## config.mk

```make
export PLATFORM = sky130hd
export DESIGN_NAME = decode_stage
export DESIGN_NICKNAME = d
export VERILOG_FILES = /design/src/decode_pkg.sv /design/src/decode_stage.sv /design/src/hazard_unit.sv /design/src/imm_gen.sv /design/src/issue_register.sv /design/src/op_decoder.sv
export SDC_FILE = /design/constraint.sdc
export NUM_CORES = 1
export LEC_CHECK = 0
export ABC_AREA = 1
export BUFFER_PORTS_ARGS = -buffer_cell sky130_fd_sc_hd__buf_2
export CAP_MARGIN = 25
export CORE_ASPECT_RATIO = 0.7
export CORE_UTILIZATION = 47
export CTS_CLUSTER_SIZE = 24
export DETAILED_ROUTE_END_ITERATION = 7
export MAX_ROUTING_LAYER = met4
export PLACE_DENSITY_LB_ADDON = 0.2
export SETUP_SLACK_MARGIN = 0.1
export SLEW_MARGIN = 40
export SYNTH_ARGS = -nofsm -noshare
export SYNTH_HDL_FRONTEND = slang
export SYNTH_HIERARCHICAL = 1
export SYNTH_SLANG_ARGS = --single-unit
export TNS_END_PERCENT = 10
```

## constraint.sdc

```tcl
create_clock -name clk -period 3.4 [get_ports clk]
set_input_delay 0.34 -clock clk [delete_from_list [all_inputs] [get_ports clk]]
set_output_delay 0.34 -clock clk [all_outputs]
set_load 0.005 [all_outputs]
```

## src/decode_pkg.sv

```systemverilog
// Widths are fixed by RV32IM and SYSTEM instructions have no operation of their own here
`default_nettype none

package decode_pkg;

    // Width of the in-flight tag carried alongside each instruction
    localparam int TAG_W = 3;

    // ADDI x0, x0, 0
    localparam logic [31:0] NOP_INSTR = 32'h0000_0013;

    // NOP sits at zero so a cleared issue bundle reads as a NOP
    typedef enum logic [5:0] {
        NOP,
        LUI,
        ADD, SUB, SLL, SLT, SLTU, XOR, SRL, SRA, OR, AND,
        MUL, MULH, MULHSU, MULHU, DIV, DIVU, REM, REMU,
        BEQ, BNE, BLT, BGE, BLTU, BGEU,
        JAL, JALR,
        LB, LH, LW, LBU, LHU,
        SB, SH, SW,
        INVALID
    } op_e;

    typedef enum logic [2:0] {
        R_TYPE,
        I_TYPE,
        S_TYPE,
        B_TYPE,
        U_TYPE,
        J_TYPE
    } format_e;

    // Stage input from fetch
    typedef struct packed {
        logic [31:0]      instruction;
        logic [31:0]      pc;
        logic [TAG_W-1:0] tag;
        logic             access_fault;
    } fetch_t;

    // Stage output towards execute
    typedef struct packed {
        op_e              operation;
        logic [31:0]      first_operand;
        logic [31:0]      second_operand;
        logic [31:0]      third_operand;
        logic [31:0]      pc;
        logic [31:0]      instruction;
        logic [TAG_W-1:0] tag;
        logic             illegal;
        logic             misaligned;
        logic             access_fault;
    } issue_t;

endpackage

`default_nettype wire

```

## src/decode_stage.sv

```systemverilog
// Decode stage top; register bank must answer rs1_o and rs2_o in the same cycle
`default_nettype none

module decode_stage (
    input  wire logic                   clk,
    input  wire logic                   reset_n,
    input  wire logic                   enable_i,
    input  wire decode_pkg::fetch_t     fetch_i,
    input  wire logic [31:0]            rs1_data_i,
    input  wire logic [31:0]            rs2_data_i,
    output logic [4:0]                  rs1_o,
    output logic [4:0]                  rs2_o,
    output logic [4:0]                  rd_o,
    output decode_pkg::issue_t          issue_o,
    output logic                        hazard_o
);

    logic [31:0]         instr;
    logic [31:0]         imm;
    logic                illegal;
    logic                accept;
    decode_pkg::op_e     op;
    decode_pkg::format_e format;

    hazard_unit hazard_unit_i (
        .clk      (clk),
        .reset_n  (reset_n),
        .enable_i (enable_i),
        .instr_i  (fetch_i.instruction),
        .format_i (format),
        .instr_o  (instr),
        .rs1_o    (rs1_o),
        .rs2_o    (rs2_o),
        .rd_o     (rd_o),
        .hazard_o (hazard_o),
        .accept_o (accept)
    );

    op_decoder op_decoder_i (.instr_i(instr), .op_o(op), .format_o(format), .illegal_o(illegal));

    imm_gen imm_gen_i (.instr_i(instr), .format_i(format), .imm_o(imm));

    issue_register issue_register_i (
        .clk        (clk),
        .reset_n    (reset_n),
        .hazard_i   (hazard_o),
        .accept_i   (accept),
        .fetch_i    (fetch_i),
        .instr_i    (instr),
        .op_i       (op),
        .format_i   (format),
        .imm_i      (imm),
        .illegal_i  (illegal),
        .rs1_data_i (rs1_data_i),
        .rs2_data_i (rs2_data_i),
        .issue_o    (issue_o)
    );

endmodule

`default_nettype wire

```

## src/hazard_unit.sv

```systemverilog
// One-entry register lock plus store lock; fetch must hold pc, tag and fault during hazard or stall
`default_nettype none

module hazard_unit (
    input  wire logic                   clk,
    input  wire logic                   reset_n,
    input  wire logic                   enable_i,
    input  wire logic [31:0]            instr_i,
    input  wire decode_pkg::format_e    format_i,
    output logic [31:0]                 instr_o,
    output logic [4:0]                  rs1_o,
    output logic [4:0]                  rs2_o,
    output logic [4:0]                  rd_o,
    output logic                        hazard_o,
    output logic                        accept_o
);

    logic [31:0] last_instr;
    logic        last_hazard;
    logic        last_stall;
    logic [4:0]  locked_reg;
    logic        locked_mem;
    logic        is_store;
    logic        use_mem;
    logic        use_rs1;
    logic        use_rs2;

    ////////////////////////////////////////////////////////////////////
    // Replay of the held instruction
    ////////////////////////////////////////////////////////////////////

    always_ff @(posedge clk or negedge reset_n) begin
        if (!reset_n) begin
            last_instr  <= decode_pkg::NOP_INSTR;
            last_hazard <= 1'b0;
            last_stall  <= 1'b0;
        end else begin
            last_instr  <= instr_o;
            last_hazard <= hazard_o;
            last_stall  <= ~enable_i;
        end
    end

    assign instr_o = (last_hazard || last_stall) ? last_instr : instr_i;
    assign rs1_o   = instr_o[19:15];
    assign rs2_o   = instr_o[24:20];

    ////////////////////////////////////////////////////////////////////
    // Lock registers
    ////////////////////////////////////////////////////////////////////

    assign is_store = (instr_o[6:0] == 7'b0100011);
    assign use_mem  = is_store || (instr_o[6:0] == 7'b0000011);

    // Hazard wins so a bubble leaves nothing locked
    always_ff @(posedge clk or negedge reset_n) begin
        if (!reset_n) begin
            locked_reg <= '0;
            locked_mem <= 1'b0;
            rd_o       <= '0;
        end else begin
            rd_o <= locked_reg;
            if (hazard_o) begin
                locked_reg <= '0;
                locked_mem <= 1'b0;
            end else if (accept_o) begin
                locked_reg <= instr_o[11:7];
                locked_mem <= is_store;
            end
        end
    end

    // Source usage by format, U and J read no register
    assign use_rs1 = (format_i != decode_pkg::U_TYPE) && (format_i != decode_pkg::J_TYPE);
    assign use_rs2 = (format_i == decode_pkg::R_TYPE) || (format_i == decode_pkg::B_TYPE) ||
                     (format_i == decode_pkg::S_TYPE);

    assign hazard_o = enable_i && ((locked_mem && use_mem) ||
                      (use_rs1 && rs1_o != 5'd0 && rs1_o == locked_reg) ||
                      (use_rs2 && rs2_o != 5'd0 && rs2_o == locked_reg));
    assign accept_o = enable_i && !hazard_o;

endmodule

`default_nettype wire

```

## src/imm_gen.sv

```systemverilog
// Combinational immediate for RV32I formats; R format yields zero
`default_nettype none

module imm_gen (
    input  wire logic [31:0]            instr_i,
    input  wire decode_pkg::format_e    format_i,
    output logic [31:0]                 imm_o
);

    logic sign;

    assign sign = instr_i[31];

    always_comb begin
        case (format_i)
            decode_pkg::I_TYPE: imm_o = {{21{sign}}, instr_i[30:20]};
            decode_pkg::S_TYPE: imm_o = {{21{sign}}, instr_i[30:25], instr_i[11:7]};
            // Branch offsets are halfword aligned
            decode_pkg::B_TYPE: imm_o = {{20{sign}}, instr_i[7], instr_i[30:25],
                                         instr_i[11:8], 1'b0};
            decode_pkg::U_TYPE: imm_o = {instr_i[31:12], 12'b0};
            decode_pkg::J_TYPE: imm_o = {{12{sign}}, instr_i[19:12], instr_i[20],
                                         instr_i[30:21], 1'b0};
            default:            imm_o = '0;
        endcase
    end

endmodule

`default_nettype wire

```

## src/issue_register.sv

```systemverilog
// One-cycle issue register; holds its value while neither hazard nor accept is set
`default_nettype none

module issue_register (
    input  wire logic                   clk,
    input  wire logic                   reset_n,
    input  wire logic                   hazard_i,
    input  wire logic                   accept_i,
    input  wire decode_pkg::fetch_t     fetch_i,
    input  wire logic [31:0]            instr_i,
    input  wire decode_pkg::op_e        op_i,
    input  wire decode_pkg::format_e    format_i,
    input  wire logic [31:0]            imm_i,
    input  wire logic                   illegal_i,
    input  wire logic [31:0]            rs1_data_i,
    input  wire logic [31:0]            rs2_data_i,
    output decode_pkg::issue_t          issue_o
);

    logic [31:0] first;
    logic [31:0] second;
    logic [31:0] third;

    ////////////////////////////////////////////////////////////////////
    // Operand selection
    ////////////////////////////////////////////////////////////////////

    always_comb begin
        case (format_i)
            decode_pkg::U_TYPE, decode_pkg::J_TYPE: begin
                first  = fetch_i.pc;
                second = imm_i;
                third  = imm_i;
            end
            decode_pkg::R_TYPE, decode_pkg::B_TYPE: begin
                first  = rs1_data_i;
                second = rs2_data_i;
                third  = imm_i;
            end
            // Store data rides in the third operand
            decode_pkg::S_TYPE: begin
                first  = rs1_data_i;
                second = imm_i;
                third  = rs2_data_i;
            end
            default: begin
                first  = rs1_data_i;
                second = imm_i;
                third  = imm_i;
            end
        endcase
    end

    always_ff @(posedge clk or negedge reset_n) begin
        if (!reset_n) begin
            issue_o           <= '0;
            issue_o.operation <= decode_pkg::NOP;
        end else if (hazard_i) begin
            // Bubble keeps the tag of the stalled fetch
            issue_o           <= '0;
            issue_o.operation <= decode_pkg::NOP;
            issue_o.tag       <= fetch_i.tag;
        end else if (accept_i) begin
            issue_o.operation      <= op_i;
            issue_o.first_operand  <= first;
            issue_o.second_operand <= second;
            issue_o.third_operand  <= third;
            issue_o.pc             <= fetch_i.pc;
            issue_o.instruction    <= instr_i;
            issue_o.tag            <= fetch_i.tag;
            issue_o.illegal        <= illegal_i;
            issue_o.misaligned     <= (fetch_i.pc[1:0] != 2'b00);
            issue_o.access_fault   <= fetch_i.access_fault;
        end
    end

endmodule

`default_nettype wire

```

## src/op_decoder.sv

```systemverilog
// Purely combinational; all SYSTEM opcodes and unlisted encodings come out as INVALID
`default_nettype none

module op_decoder (
    input  wire logic [31:0]        instr_i,
    output decode_pkg::op_e         op_o,
    output decode_pkg::format_e     format_o,
    output logic                    illegal_o
);

    logic [6:0] opcode;
    logic [2:0] funct3;
    logic [6:0] funct7;

    decode_pkg::op_e op_branch;
    decode_pkg::op_e op_load;
    decode_pkg::op_e op_store;
    decode_pkg::op_e op_imm;
    decode_pkg::op_e op_reg;

    assign opcode = instr_i[6:0];
    assign funct3 = instr_i[14:12];
    assign funct7 = instr_i[31:25];

    ////////////////////////////////////////////////////////////////////
    // Operation within each opcode class
    ////////////////////////////////////////////////////////////////////

    always_comb begin
        case (funct3)
            3'b000:  op_branch = decode_pkg::BEQ;
            3'b001:  op_branch = decode_pkg::BNE;
            3'b100:  op_branch = decode_pkg::BLT;
            3'b101:  op_branch = decode_pkg::BGE;
            3'b110:  op_branch = decode_pkg::BLTU;
            3'b111:  op_branch = decode_pkg::BGEU;
            default: op_branch = decode_pkg::INVALID;
        endcase
    end

    always_comb begin
        case (funct3)
            3'b000:  op_load = decode_pkg::LB;
            3'b001:  op_load = decode_pkg::LH;
            3'b010:  op_load = decode_pkg::LW;
            3'b100:  op_load = decode_pkg::LBU;
            3'b101:  op_load = decode_pkg::LHU;
            default: op_load = decode_pkg::INVALID;
        endcase
    end

    always_comb begin
        case (funct3)
            3'b000:  op_store = decode_pkg::SB;
            3'b001:  op_store = decode_pkg::SH;
            3'b010:  op_store = decode_pkg::SW;
            default: op_store = decode_pkg::INVALID;
        endcase
    end

    // Shifts are the only immediate ops that constrain funct7
    always_comb begin
        casez ({funct7, funct3})
            10'b???????_000: op_imm = decode_pkg::ADD;
            10'b0000000_001: op_imm = decode_pkg::SLL;
            10'b???????_010: op_imm = decode_pkg::SLT;
            10'b???????_011: op_imm = decode_pkg::SLTU;
            10'b???????_100: op_imm = decode_pkg::XOR;
            10'b0000000_101: op_imm = decode_pkg::SRL;
            10'b0100000_101: op_imm = decode_pkg::SRA;
            10'b???????_110: op_imm = decode_pkg::OR;
            10'b???????_111: op_imm = decode_pkg::AND;
            default:         op_imm = decode_pkg::INVALID;
        endcase
    end

    always_comb begin
        case ({funct7, funct3})
            10'b0000000_000: op_reg = decode_pkg::ADD;
            10'b0100000_000: op_reg = decode_pkg::SUB;
            10'b0000000_001: op_reg = decode_pkg::SLL;
            10'b0000000_010: op_reg = decode_pkg::SLT;
            10'b0000000_011: op_reg = decode_pkg::SLTU;
            10'b0000000_100: op_reg = decode_pkg::XOR;
            10'b0000000_101: op_reg = decode_pkg::SRL;
            10'b0100000_101: op_reg = decode_pkg::SRA;
            10'b0000000_110: op_reg = decode_pkg::OR;
            10'b0000000_111: op_reg = decode_pkg::AND;
            // M extension
            10'b0000001_000: op_reg = decode_pkg::MUL;
            10'b0000001_001: op_reg = decode_pkg::MULH;
            10'b0000001_010: op_reg = decode_pkg::MULHSU;
            10'b0000001_011: op_reg = decode_pkg::MULHU;
            10'b0000001_100: op_reg = decode_pkg::DIV;
            10'b0000001_101: op_reg = decode_pkg::DIVU;
            10'b0000001_110: op_reg = decode_pkg::REM;
            10'b0000001_111: op_reg = decode_pkg::REMU;
            default:         op_reg = decode_pkg::INVALID;
        endcase
    end

    ////////////////////////////////////////////////////////////////////
    // Opcode class and format
    ////////////////////////////////////////////////////////////////////

    always_comb begin
        case (opcode)
            7'b0110111: op_o = decode_pkg::LUI;
            7'b0010111: op_o = decode_pkg::ADD;     // AUIPC adds to pc
            7'b1101111: op_o = decode_pkg::JAL;
            7'b1100111: op_o = decode_pkg::JALR;
            7'b1100011: op_o = op_branch;
            7'b0000011: op_o = op_load;
            7'b0100011: op_o = op_store;
            7'b0010011: op_o = op_imm;
            7'b0110011: op_o = op_reg;
            7'b0001111: op_o = (funct3 == 3'b000) ? decode_pkg::NOP : decode_pkg::INVALID;
            default:    op_o = decode_pkg::INVALID;
        endcase
    end

    always_comb begin
        case (opcode)
            7'b1100111, 7'b0000011, 7'b0010011: format_o = decode_pkg::I_TYPE;
            7'b0100011:                         format_o = decode_pkg::S_TYPE;
            7'b1100011:                         format_o = decode_pkg::B_TYPE;
            7'b0110111, 7'b0010111:             format_o = decode_pkg::U_TYPE;
            7'b1101111:                         format_o = decode_pkg::J_TYPE;
            default:                            format_o = decode_pkg::R_TYPE;
        endcase
    end

    assign illegal_o = (op_o == decode_pkg::INVALID);

endmodule

`default_nettype wire

```

Yosys cells after proc, flatten, opt, wreduce, memory -nomap -nowiden
Cells that the tools add are included.
{"block": "word_totals", "reg_bits": 217, "elab_cells": 106, "input_bits": 135, "out_inout_bits": 188}
{"block": "classes", "bitwise_logic": 1, "reduce_logical": 26, "eq_ne": 44, "n_mux": 19}
{"op": "2-to-1 mux 172 bit", "n": 2}
{"op": "case mux 32 bit (5 select lines)", "n": 1}
{"op": "2-to-1 mux 32 bit", "n": 4}
{"op": "case mux 6 bit (18 select lines)", "n": 1}
{"op": "== test 10 x 4 -> 1 bit (second input constant)", "n": 8}
{"op": "case mux 6 bit (10 select lines)", "n": 1}
{"op": "case mux 6 bit (9 select lines)", "n": 1}
{"op": "== test 10 x 3 -> 1 bit (second input constant)", "n": 4}
{"op": "case mux 6 bit (6 select lines)", "n": 1}
{"op": "case mux 6 bit (5 select lines)", "n": 1}
{"op": "== test 7 x 6 -> 1 bit (second input constant)", "n": 3}
{"op": "== test 7 bit (second input constant)", "n": 3}
{"op": "== test 10 x 2 -> 1 bit (second input constant)", "n": 2}
{"op": "== test 10 x 9 -> 1 bit (second input constant)", "n": 2}
{"op": "== test 3 bit (second input constant)", "n": 6}
{"op": "case mux 3 bit (5 select lines)", "n": 1}
{"op": "== test 7 x 5 -> 1 bit (second input constant)", "n": 2}
{"op": "== test 3 x 2 -> 1 bit (second input constant)", "n": 4}
{"op": "== test 10 x 1 -> 1 bit (second input constant)", "n": 1}
{"op": "== test 5 bit", "n": 2}
{"op": "logical NOT 10 bit", "n": 1}
{"op": "2-to-1 mux 5 bit", "n": 2}
{"op": "nonzero test 5 bit", "n": 2}
{"op": "case mux 3 bit (3 select lines)", "n": 1}
{"op": "15 further kinds", "n": 34}

Depth between registers and ports, before layout
{"block": "depth", "ltp_word": 16, "ltp_mapped": 26}

By module
The synthesis kept the hierarchy.
{"module": "issue_register", "n_inst": 1, "cells_each": 846, "area_each_um2": 7509.7, "seq_area_each_um2": 4304.1}
{"module": "hazard_unit", "n_inst": 1, "cells_each": 260, "area_each_um2": 2143.3, "seq_area_each_um2": 1129.8}
{"module": "op_decoder", "n_inst": 1, "cells_each": 169, "area_each_um2": 754.5, "seq_area_each_um2": 0.0}
{"module": "imm_gen", "n_inst": 1, "cells_each": 92, "area_each_um2": 455.4, "seq_area_each_um2": 0.0}

Worst setup path before layout
Ideal clock, no wire load.
{"block": "synth_path", "path_type": "reg-to-reg", "start": "register hazard_unit_i.last_stall", "end": "register, netlist name issue_register_i/issue_o[30]", "slack_ps": -6, "period_less_slack_ps": 3406, "arrival_ps": 3285, "setup_time_ps": 121, "path_stages_with_launch": 24, "t_required_ps": 3279, "cell_sequence": "dfrtp_1 > nor2_2 > buf_6 > buf_8 > nand2_1 > nand2_1 > nand3_1 > nor2_1 > inv_1 > o21ai_0 > nand2_1 > nand2_1 > inv_1 > nand3_1 > nor2_1 > a21oi_4 > nand2_2 > nand2_1 > inv_1 > nor2_2 > nor2_2 > buf_4 > buf_2 > a22o_1"}
{"block": "synth_via", "elab_chain_cells": 15}
{"item": "start: declaration", "line": "hazard_unit.sv:20", "source": "logic last_stall;"}
{"item": "start signal: assignment", "line": "hazard_unit.sv:40", "source": "last_stall <= ~enable_i;"}
{"item": "logical OR 1 bit *", "line": "hazard_unit.sv:44", "source": "assign instr_o = (last_hazard || last_stall) ? last_instr : instr_i;"}
{"item": "2-to-1 mux 32 bit *", "line": "hazard_unit.sv:44"}
{"item": "net instr[6]", "line": "decode_stage.sv:18", "source": "logic [31:0] instr;"}
{"item": "== test 7 x 2 -> 1 bit (tied with other cells)", "line": "op_decoder.sv:123", "source": "case (opcode)"}
{"item": "OR reduction 3 bit or OR reduction 2 bit (tied branches)", "line": "op_decoder.sv:123"}
{"item": "case mux 3 bit (5 select lines) *", "line": "op_decoder.sv:123"}
{"item": "net format[2]", "line": "decode_stage.sv:23", "source": "decode_pkg::format_e format;"}
{"item": "inequality test 3 bit (tied with other cells)", "line": "hazard_unit.sv:74", "source": "assign use_rs1 = (format_i != decode_pkg::U_TYPE) && (format_i != decode_pkg::J_TYPE);"}
{"item": "[... 2 more ...]"}
{"item": "logical AND 1 bit (on tied branches)", "line": "hazard_unit.sv:79, hazard_unit.sv:80"}
{"item": "logical OR 1 bit or logical AND 1 bit (tied branches)", "line": "hazard_unit.sv:78, hazard_unit.sv:80"}
{"item": "logical OR 1 bit *", "line": "hazard_unit.sv:79", "source": "(use_rs1 && rs1_o != 5'd0 && rs1_o == locked_reg) ||"}
{"item": "logical AND 1 bit *", "line": "hazard_unit.sv:78", "source": "assign hazard_o = enable_i && ((locked_mem && use_mem) ||"}
{"item": "net hazard_o", "line": "decode_stage.sv:15", "source": "output logic hazard_o"}
{"item": "logical NOT 1 bit", "line": "hazard_unit.sv:81", "source": "assign accept_o = enable_i && !hazard_o;"}
{"item": "logical AND 1 bit", "line": "hazard_unit.sv:81"}
{"item": "nonzero test 2 bit (no line)"}
Mark *: on every way through the listed nets, which the timed path passes. The rest lies on a longest branch. The select of a mux whose other input is x is not followed.
A chain may end at the register's enable or synchronous reset.

Worst setup path in the final report
{"block": "layout_path", "start": "register hazard_unit_i.last_stall", "end": "output port hazard_o"}
{"block": "layout_via", "elab_chain_cells": 12}
{"item": "logical OR 1 bit *", "line": "hazard_unit.sv:44"}
{"item": "2-to-1 mux 32 bit *", "line": "hazard_unit.sv:44"}
{"item": "== test 7 x 2 -> 1 bit (tied with other cells)", "line": "hazard_unit.sv:53, op_decoder.sv:123"}
{"item": "OR reduction 3 bit or OR reduction 2 bit (tied branches)", "line": "op_decoder.sv:123"}
{"item": "case mux 3 bit (5 select lines)", "line": "op_decoder.sv:123"}
{"item": "inequality test 3 bit (tied with other cells)", "line": "hazard_unit.sv:74"}
{"item": "logical AND 1 bit or logical OR 1 bit (tied branches)", "line": "hazard_unit.sv:74, hazard_unit.sv:75"}
{"item": "logical AND 1 bit or logical OR 1 bit (tied branches)", "line": "hazard_unit.sv:79, hazard_unit.sv:75"}
{"item": "logical AND 1 bit (on tied branches)", "line": "hazard_unit.sv:79, hazard_unit.sv:80"}
{"item": "logical OR 1 bit or logical AND 1 bit (tied branches)", "line": "hazard_unit.sv:78, hazard_unit.sv:80"}
{"item": "logical OR 1 bit *", "line": "hazard_unit.sv:79"}
{"item": "logical AND 1 bit *", "line": "hazard_unit.sv:78"}
{"item": "end: declaration", "line": "decode_stage.sv:15"}
Mark *: on every way between the ends. The rest lies on a longest branch, timed or not.

==> results.txt <==
The number of buffers on the longest clock path came out at 3. In this run the tightest slew margin relative to its limit is 0.493. Entering global routing, the biggest net connects 106 pins. The number of warnings reported in the yosys synthesis log came out at 6. After floorplanning, the core was sized to cover 22700 µm². In this run the critical register-to-register path is captured at issue_register_i/issue_o[104]$_DFFE_PN0P_. The timing-limited maximum frequency is 312 MHz. Power spread over the standard cell area amounts to 692 nW/µm². The worst hold path begins at fetch_i[2]. The initial core utilization came out at 0.479. The transition time of the tightest slew-check pin came out at 0.758 ns.

For the worst flop-to-flop path, the logic depth is 24. Relative to the synthesized area, the layout overhead comes to 28.9%. The cell sitting at the root of the clock tree is a sky130_fd_sc_hd__clkbuf_16. The first global-routing pass estimated 54300 µm of wire. The largest driver fanout on the critical path is 23. The fill cell instance count of the final layout came out at 2088. In this run, synthesis inferred 0 flip-flops with an integrated enable. The post-synthesis cell type count came out at 38.

The horizontal die dimension is 184 µm. The proportion of power drawn by flip-flops and latches came out at 0.389. The average wire length per cell after detail routing is 18.2 µm.

At the worst endpoint, the required time is 3.06 ns. STA classifies the critical path startpoint as a flop. The number of routed nets with antenna violations is 0.

The flip-flop count of the largest register after layout is 172. The total overflow reported by the global router is 0. The number of H-tree branching levels came out at 1.

The congestion estimate from routability-driven global placement came to 0.949. The clock arrives with 0.0125 ns of skew. Across the VDD grid, the largest voltage drop is 0.429 mV. Synthesis handed over a netlist of 1367 instances.

Total power for the finished layout comes to 9.69 mW. The average instance in the mapped netlist occupies 7.95 µm². The iteration count of the initial detailed-routing pass came out at 6. The die is 129 µm tall. The clock latency reported for the late side of the worst-skew pair is 0.51 ns. The part of the total power dissipated in combinational logic came out at 0.330. Setup repair after global routing could not meet its margin everywhere.

The number of nets in the synthesized netlist came out at 1502. The die area came out at 23700 µm². The cell area after synthesis came out at 10900 µm². The internal power of the cells totals 6.35 mW.

The end point of the worst hold path is issue_register_i/issue_o[4]$_DFFE_PN0P_. After clock tree synthesis, the clock-pin slew on the worst setup and hold paths is 0.06 ns. The post-layout minimum cycle time is 3.21 ns.

The detailed-route vias per instance is 5.39. The library cell used most frequently in the layout, excluding fill and tap cells, is sky130_fd_sc_hd__nand2_1. The total number of vias came out at 10854. The worst setup path is captured at an output port. TritonCTS built the clock tree. The number of global-route vias before repair was 9882. The net count of the finished layout is 1821. The switching power as a share of total power came out at 0.345.

For this run, the register share of the synthesized area comes to 0.500. The data arrival time at the worst-slack endpoint came out at 2.87 ns. The flow ran to the end, and the final reports show no timing, DRC or antenna violations.

The number of standard cells in the layout, taps in and fillers out came out at 2015. Max-cap violations in this run came to 0. The final hold violation count is 0. The proportion of register bits with asynchronous set or reset after synthesis came out at 1.00.

The half-perimeter wire length after detailed placement is 24700 µm. The cell leakage power is 7.78 nW. In this run the worst hold path is classified as input port to flop. The clock share of power is 0.281. The total net switching power is 3.34 mW. In this run the core area contains 46 standard-cell rows. The final critical-path share of the clock period is 0.944. issue_register_i/issue_o holds more flip-flops than any other register. For this run, design rule violations remaining after detail routing come to 0. Counting instances, the worst hold path has a depth of 3. Among all flip-flop cells after synthesis, the most frequent one is sky130_fd_sc_hd__dfrtp_1. The largest registers in the layout are issue_register_i/issue_o (172), hazard_unit_i/last_instr (32).

The count of input and output buffers came out at 322. The detailed router finished its first iteration with 953 violations. Of the cells placed in the final design, the portion with a size suffix greater than 1 is 0.293. The number of antenna violations at the first check in global routing is 1. The reg2reg setup slack is 0.25 ns. The worst hold-check slack came out at 0.0249 ns. The worst register-to-register path begins at hazard_unit_i/last_stall$_DFF_PN0_. The worst setup path is of the flop to output port kind. The count of pins on the block boundary is 323.

The number of placed instances, taps included, is 1948. Setup violations remaining at the end of the flow were counted as 0. The number of max-slew violations in the final report is 0. The clock buffer count from CTS came out at 23. The clock drives 217 sinks. The register bit total from synthesis came out at 217. The post-route core utilization came out at 0.617.

Across every metal layer, demand over resource in global routing totals 0.300. Leaving out fill and tap cells, the most frequent cells in the layout are sky130_fd_sc_hd__nand2_1 (437), sky130_fd_sc_hd__buf_2 (320), sky130_fd_sc_hd__dfrtp_1 (214). The post-detailed-routing wire length is 36700 µm.
==> how the worst max path moves through the flow <==
| stage | cells past startpoint | end | from |
|---|---|---|---|
| after floorplan | 23 | issue_register_i/issue_o[30]$_DFFE_PN0P_ | hazard_unit_i/last_stall$_DFF_PN0_ |
| after CTS | 20 | hazard_o | hazard_unit_i/last_hazard$_DFF_PN0_ |
| after global placement | 24 | issue_register_i/issue_o[135]$_DFFE_PN0P_ | hazard_unit_i/last_stall$_DFF_PN0_ |
| after global routing | 20 | hazard_o | hazard_unit_i/last_stall$_DFF_PN0_ |
| after detailed placement | 24 | issue_register_i/issue_o[138]$_DFFE_PN0P_ | hazard_unit_i/last_stall$_DFF_PN0_ |
| final | 14 | hazard_o | hazard_unit_i/last_stall$_DFF_PN0_ |
==> metrics by stage <==
stage / setup slack, ns / setup TNS [ns] / area (µm²)
4_1_cts: 0.103 / 0 / 13600
5_1_grt: 0.0148 / 0 / 14000
2_1_floorplan: 0.188 / 0 / 10900
3_5_place_dp: -0.0820 / -1.35 / 12700
3_3_place_gp: 0.0329 / 0 / 12700
6_report: 0.192 / 0 / 14000
==> per-layer routing <==
layer | GRT usage | routed length (µm) | up-vias
li1 | - | - | 5089
met1 | 0.424 | 16600 | 5174
met2 | 0.452 | 16400 | 545
met3 | 0.0556 | 3090 | 46
met4 | 0.0574 | 655 | 0
met5 | - | 0 | -
==> Yosys cell counts, types with 2 or more instances <==
master | instances | area [µm²]
sky130_fd_sc_hd__o21ai_1 | 8 | 40.0
sky130_fd_sc_hd__nor3_4 | 2 | 32.5
sky130_fd_sc_hd__o211ai_1 | 5 | 37.5
sky130_fd_sc_hd__buf_4 | 16 | 120
sky130_fd_sc_hd__buf_2 | 48 | 240
sky130_fd_sc_hd__a22o_1 | 70 | 613
sky130_fd_sc_hd__dfrtp_1 | 214 | 5360
sky130_fd_sc_hd__inv_2 | 7 | 26.3
sky130_fd_sc_hd__clkbuf_1 | 15 | 56.3
sky130_fd_sc_hd__nor2_2 | 8 | 50.1
sky130_fd_sc_hd__inv_1 | 119 | 447
sky130_fd_sc_hd__nand3_1 | 166 | 831
sky130_fd_sc_hd__nor2_1 | 60 | 225
sky130_fd_sc_hd__o21ai_0 | 75 | 375
sky130_fd_sc_hd__dfstp_2 | 3 | 78.8
sky130_fd_sc_hd__nor3_1 | 6 | 30.0
sky130_fd_sc_hd__nand2_1 | 452 | 1700
sky130_fd_sc_hd__a21oi_1 | 38 | 190
sky130_fd_sc_hd__nand2_4 | 3 | 33.8
sky130_fd_sc_hd__buf_1 | 5 | 18.8
sky130_fd_sc_hd__buf_6 | 6 | 67.6
sky130_fd_sc_hd__nand4_1 | 17 | 106
sky130_fd_sc_hd__nand2_2 | 9 | 56.3
==> power by group through the flow <==
stage / registers [mW] / logic (mW) / clock network (mW)
floorplan: 3.79 / 1.50 / 0
global placement: 3.79 / 2.88 / 0
global route: 3.86 / 3.52 / 2.85
CTS: 3.76 / 2.96 / 2.76
finish: 3.77 / 3.20 / 2.72
detailed placement: 3.77 / 2.93 / 0
==> logic make-up (layout without fill, tap and decap cells) <==
group | after synthesis | count (layout) | synth area share
simple gates | 728 | 728 | 0.286
buf+inv | 218 | 553 | 0.0916
flops | 217 | 217 | 0.500
compound gates | 203 | 203 | 0.122
xor+xnor | 1 | 1 | 0.000806
other cells | 0 | 1 | 0
==> what timing repair did <==
action | 4_1_cts | 5_1_grt
cloned | 0 | 5
endpoints found under the setup margin | 159 | 173
hold endpoints to repair | 83 | 0
hold buffers | 1 | 0
buffers inserted | 4 | 15
gates resized for setup | 12 | 46
pin swaps | 4 | 24
==> final cells by class <==
cell class              count  area [µm²]  area share
inverters                 127         477      0.0341
clock buffers              28         614      0.0439
well taps                 312         390      0.0279
clock inverters            13         195      0.0139
repair buffers            385        2290       0.164
diodes                      1        2.50    0.000179
flip-flops and latches    217        5430       0.388
multi-input cells         932        4600       0.328
==> critical path, stage by stage, from the launching register on <==
cell	delay, ns
sky130_fd_sc_hd__dfrtp_1	0.41
sky130_fd_sc_hd__nor2_4	0.20
sky130_fd_sc_hd__buf_6	0.14
sky130_fd_sc_hd__buf_4	0.27
sky130_fd_sc_hd__nand2_1	0.16
sky130_fd_sc_hd__nand2_2	0.25
sky130_fd_sc_hd__xor2_1	0.20
sky130_fd_sc_hd__nand2_1	0.08
sky130_fd_sc_hd__nor2_1	0.13
sky130_fd_sc_hd__nand2_2	0.08
sky130_fd_sc_hd__nand2_2	0.07
sky130_fd_sc_hd__nand2_2	0.05
sky130_fd_sc_hd__inv_2	0.08
sky130_fd_sc_hd__buf_6	0.12
sky130_fd_sc_hd__buf_6	0.09
No activity file was read; power rests on OpenSTA's default activity.
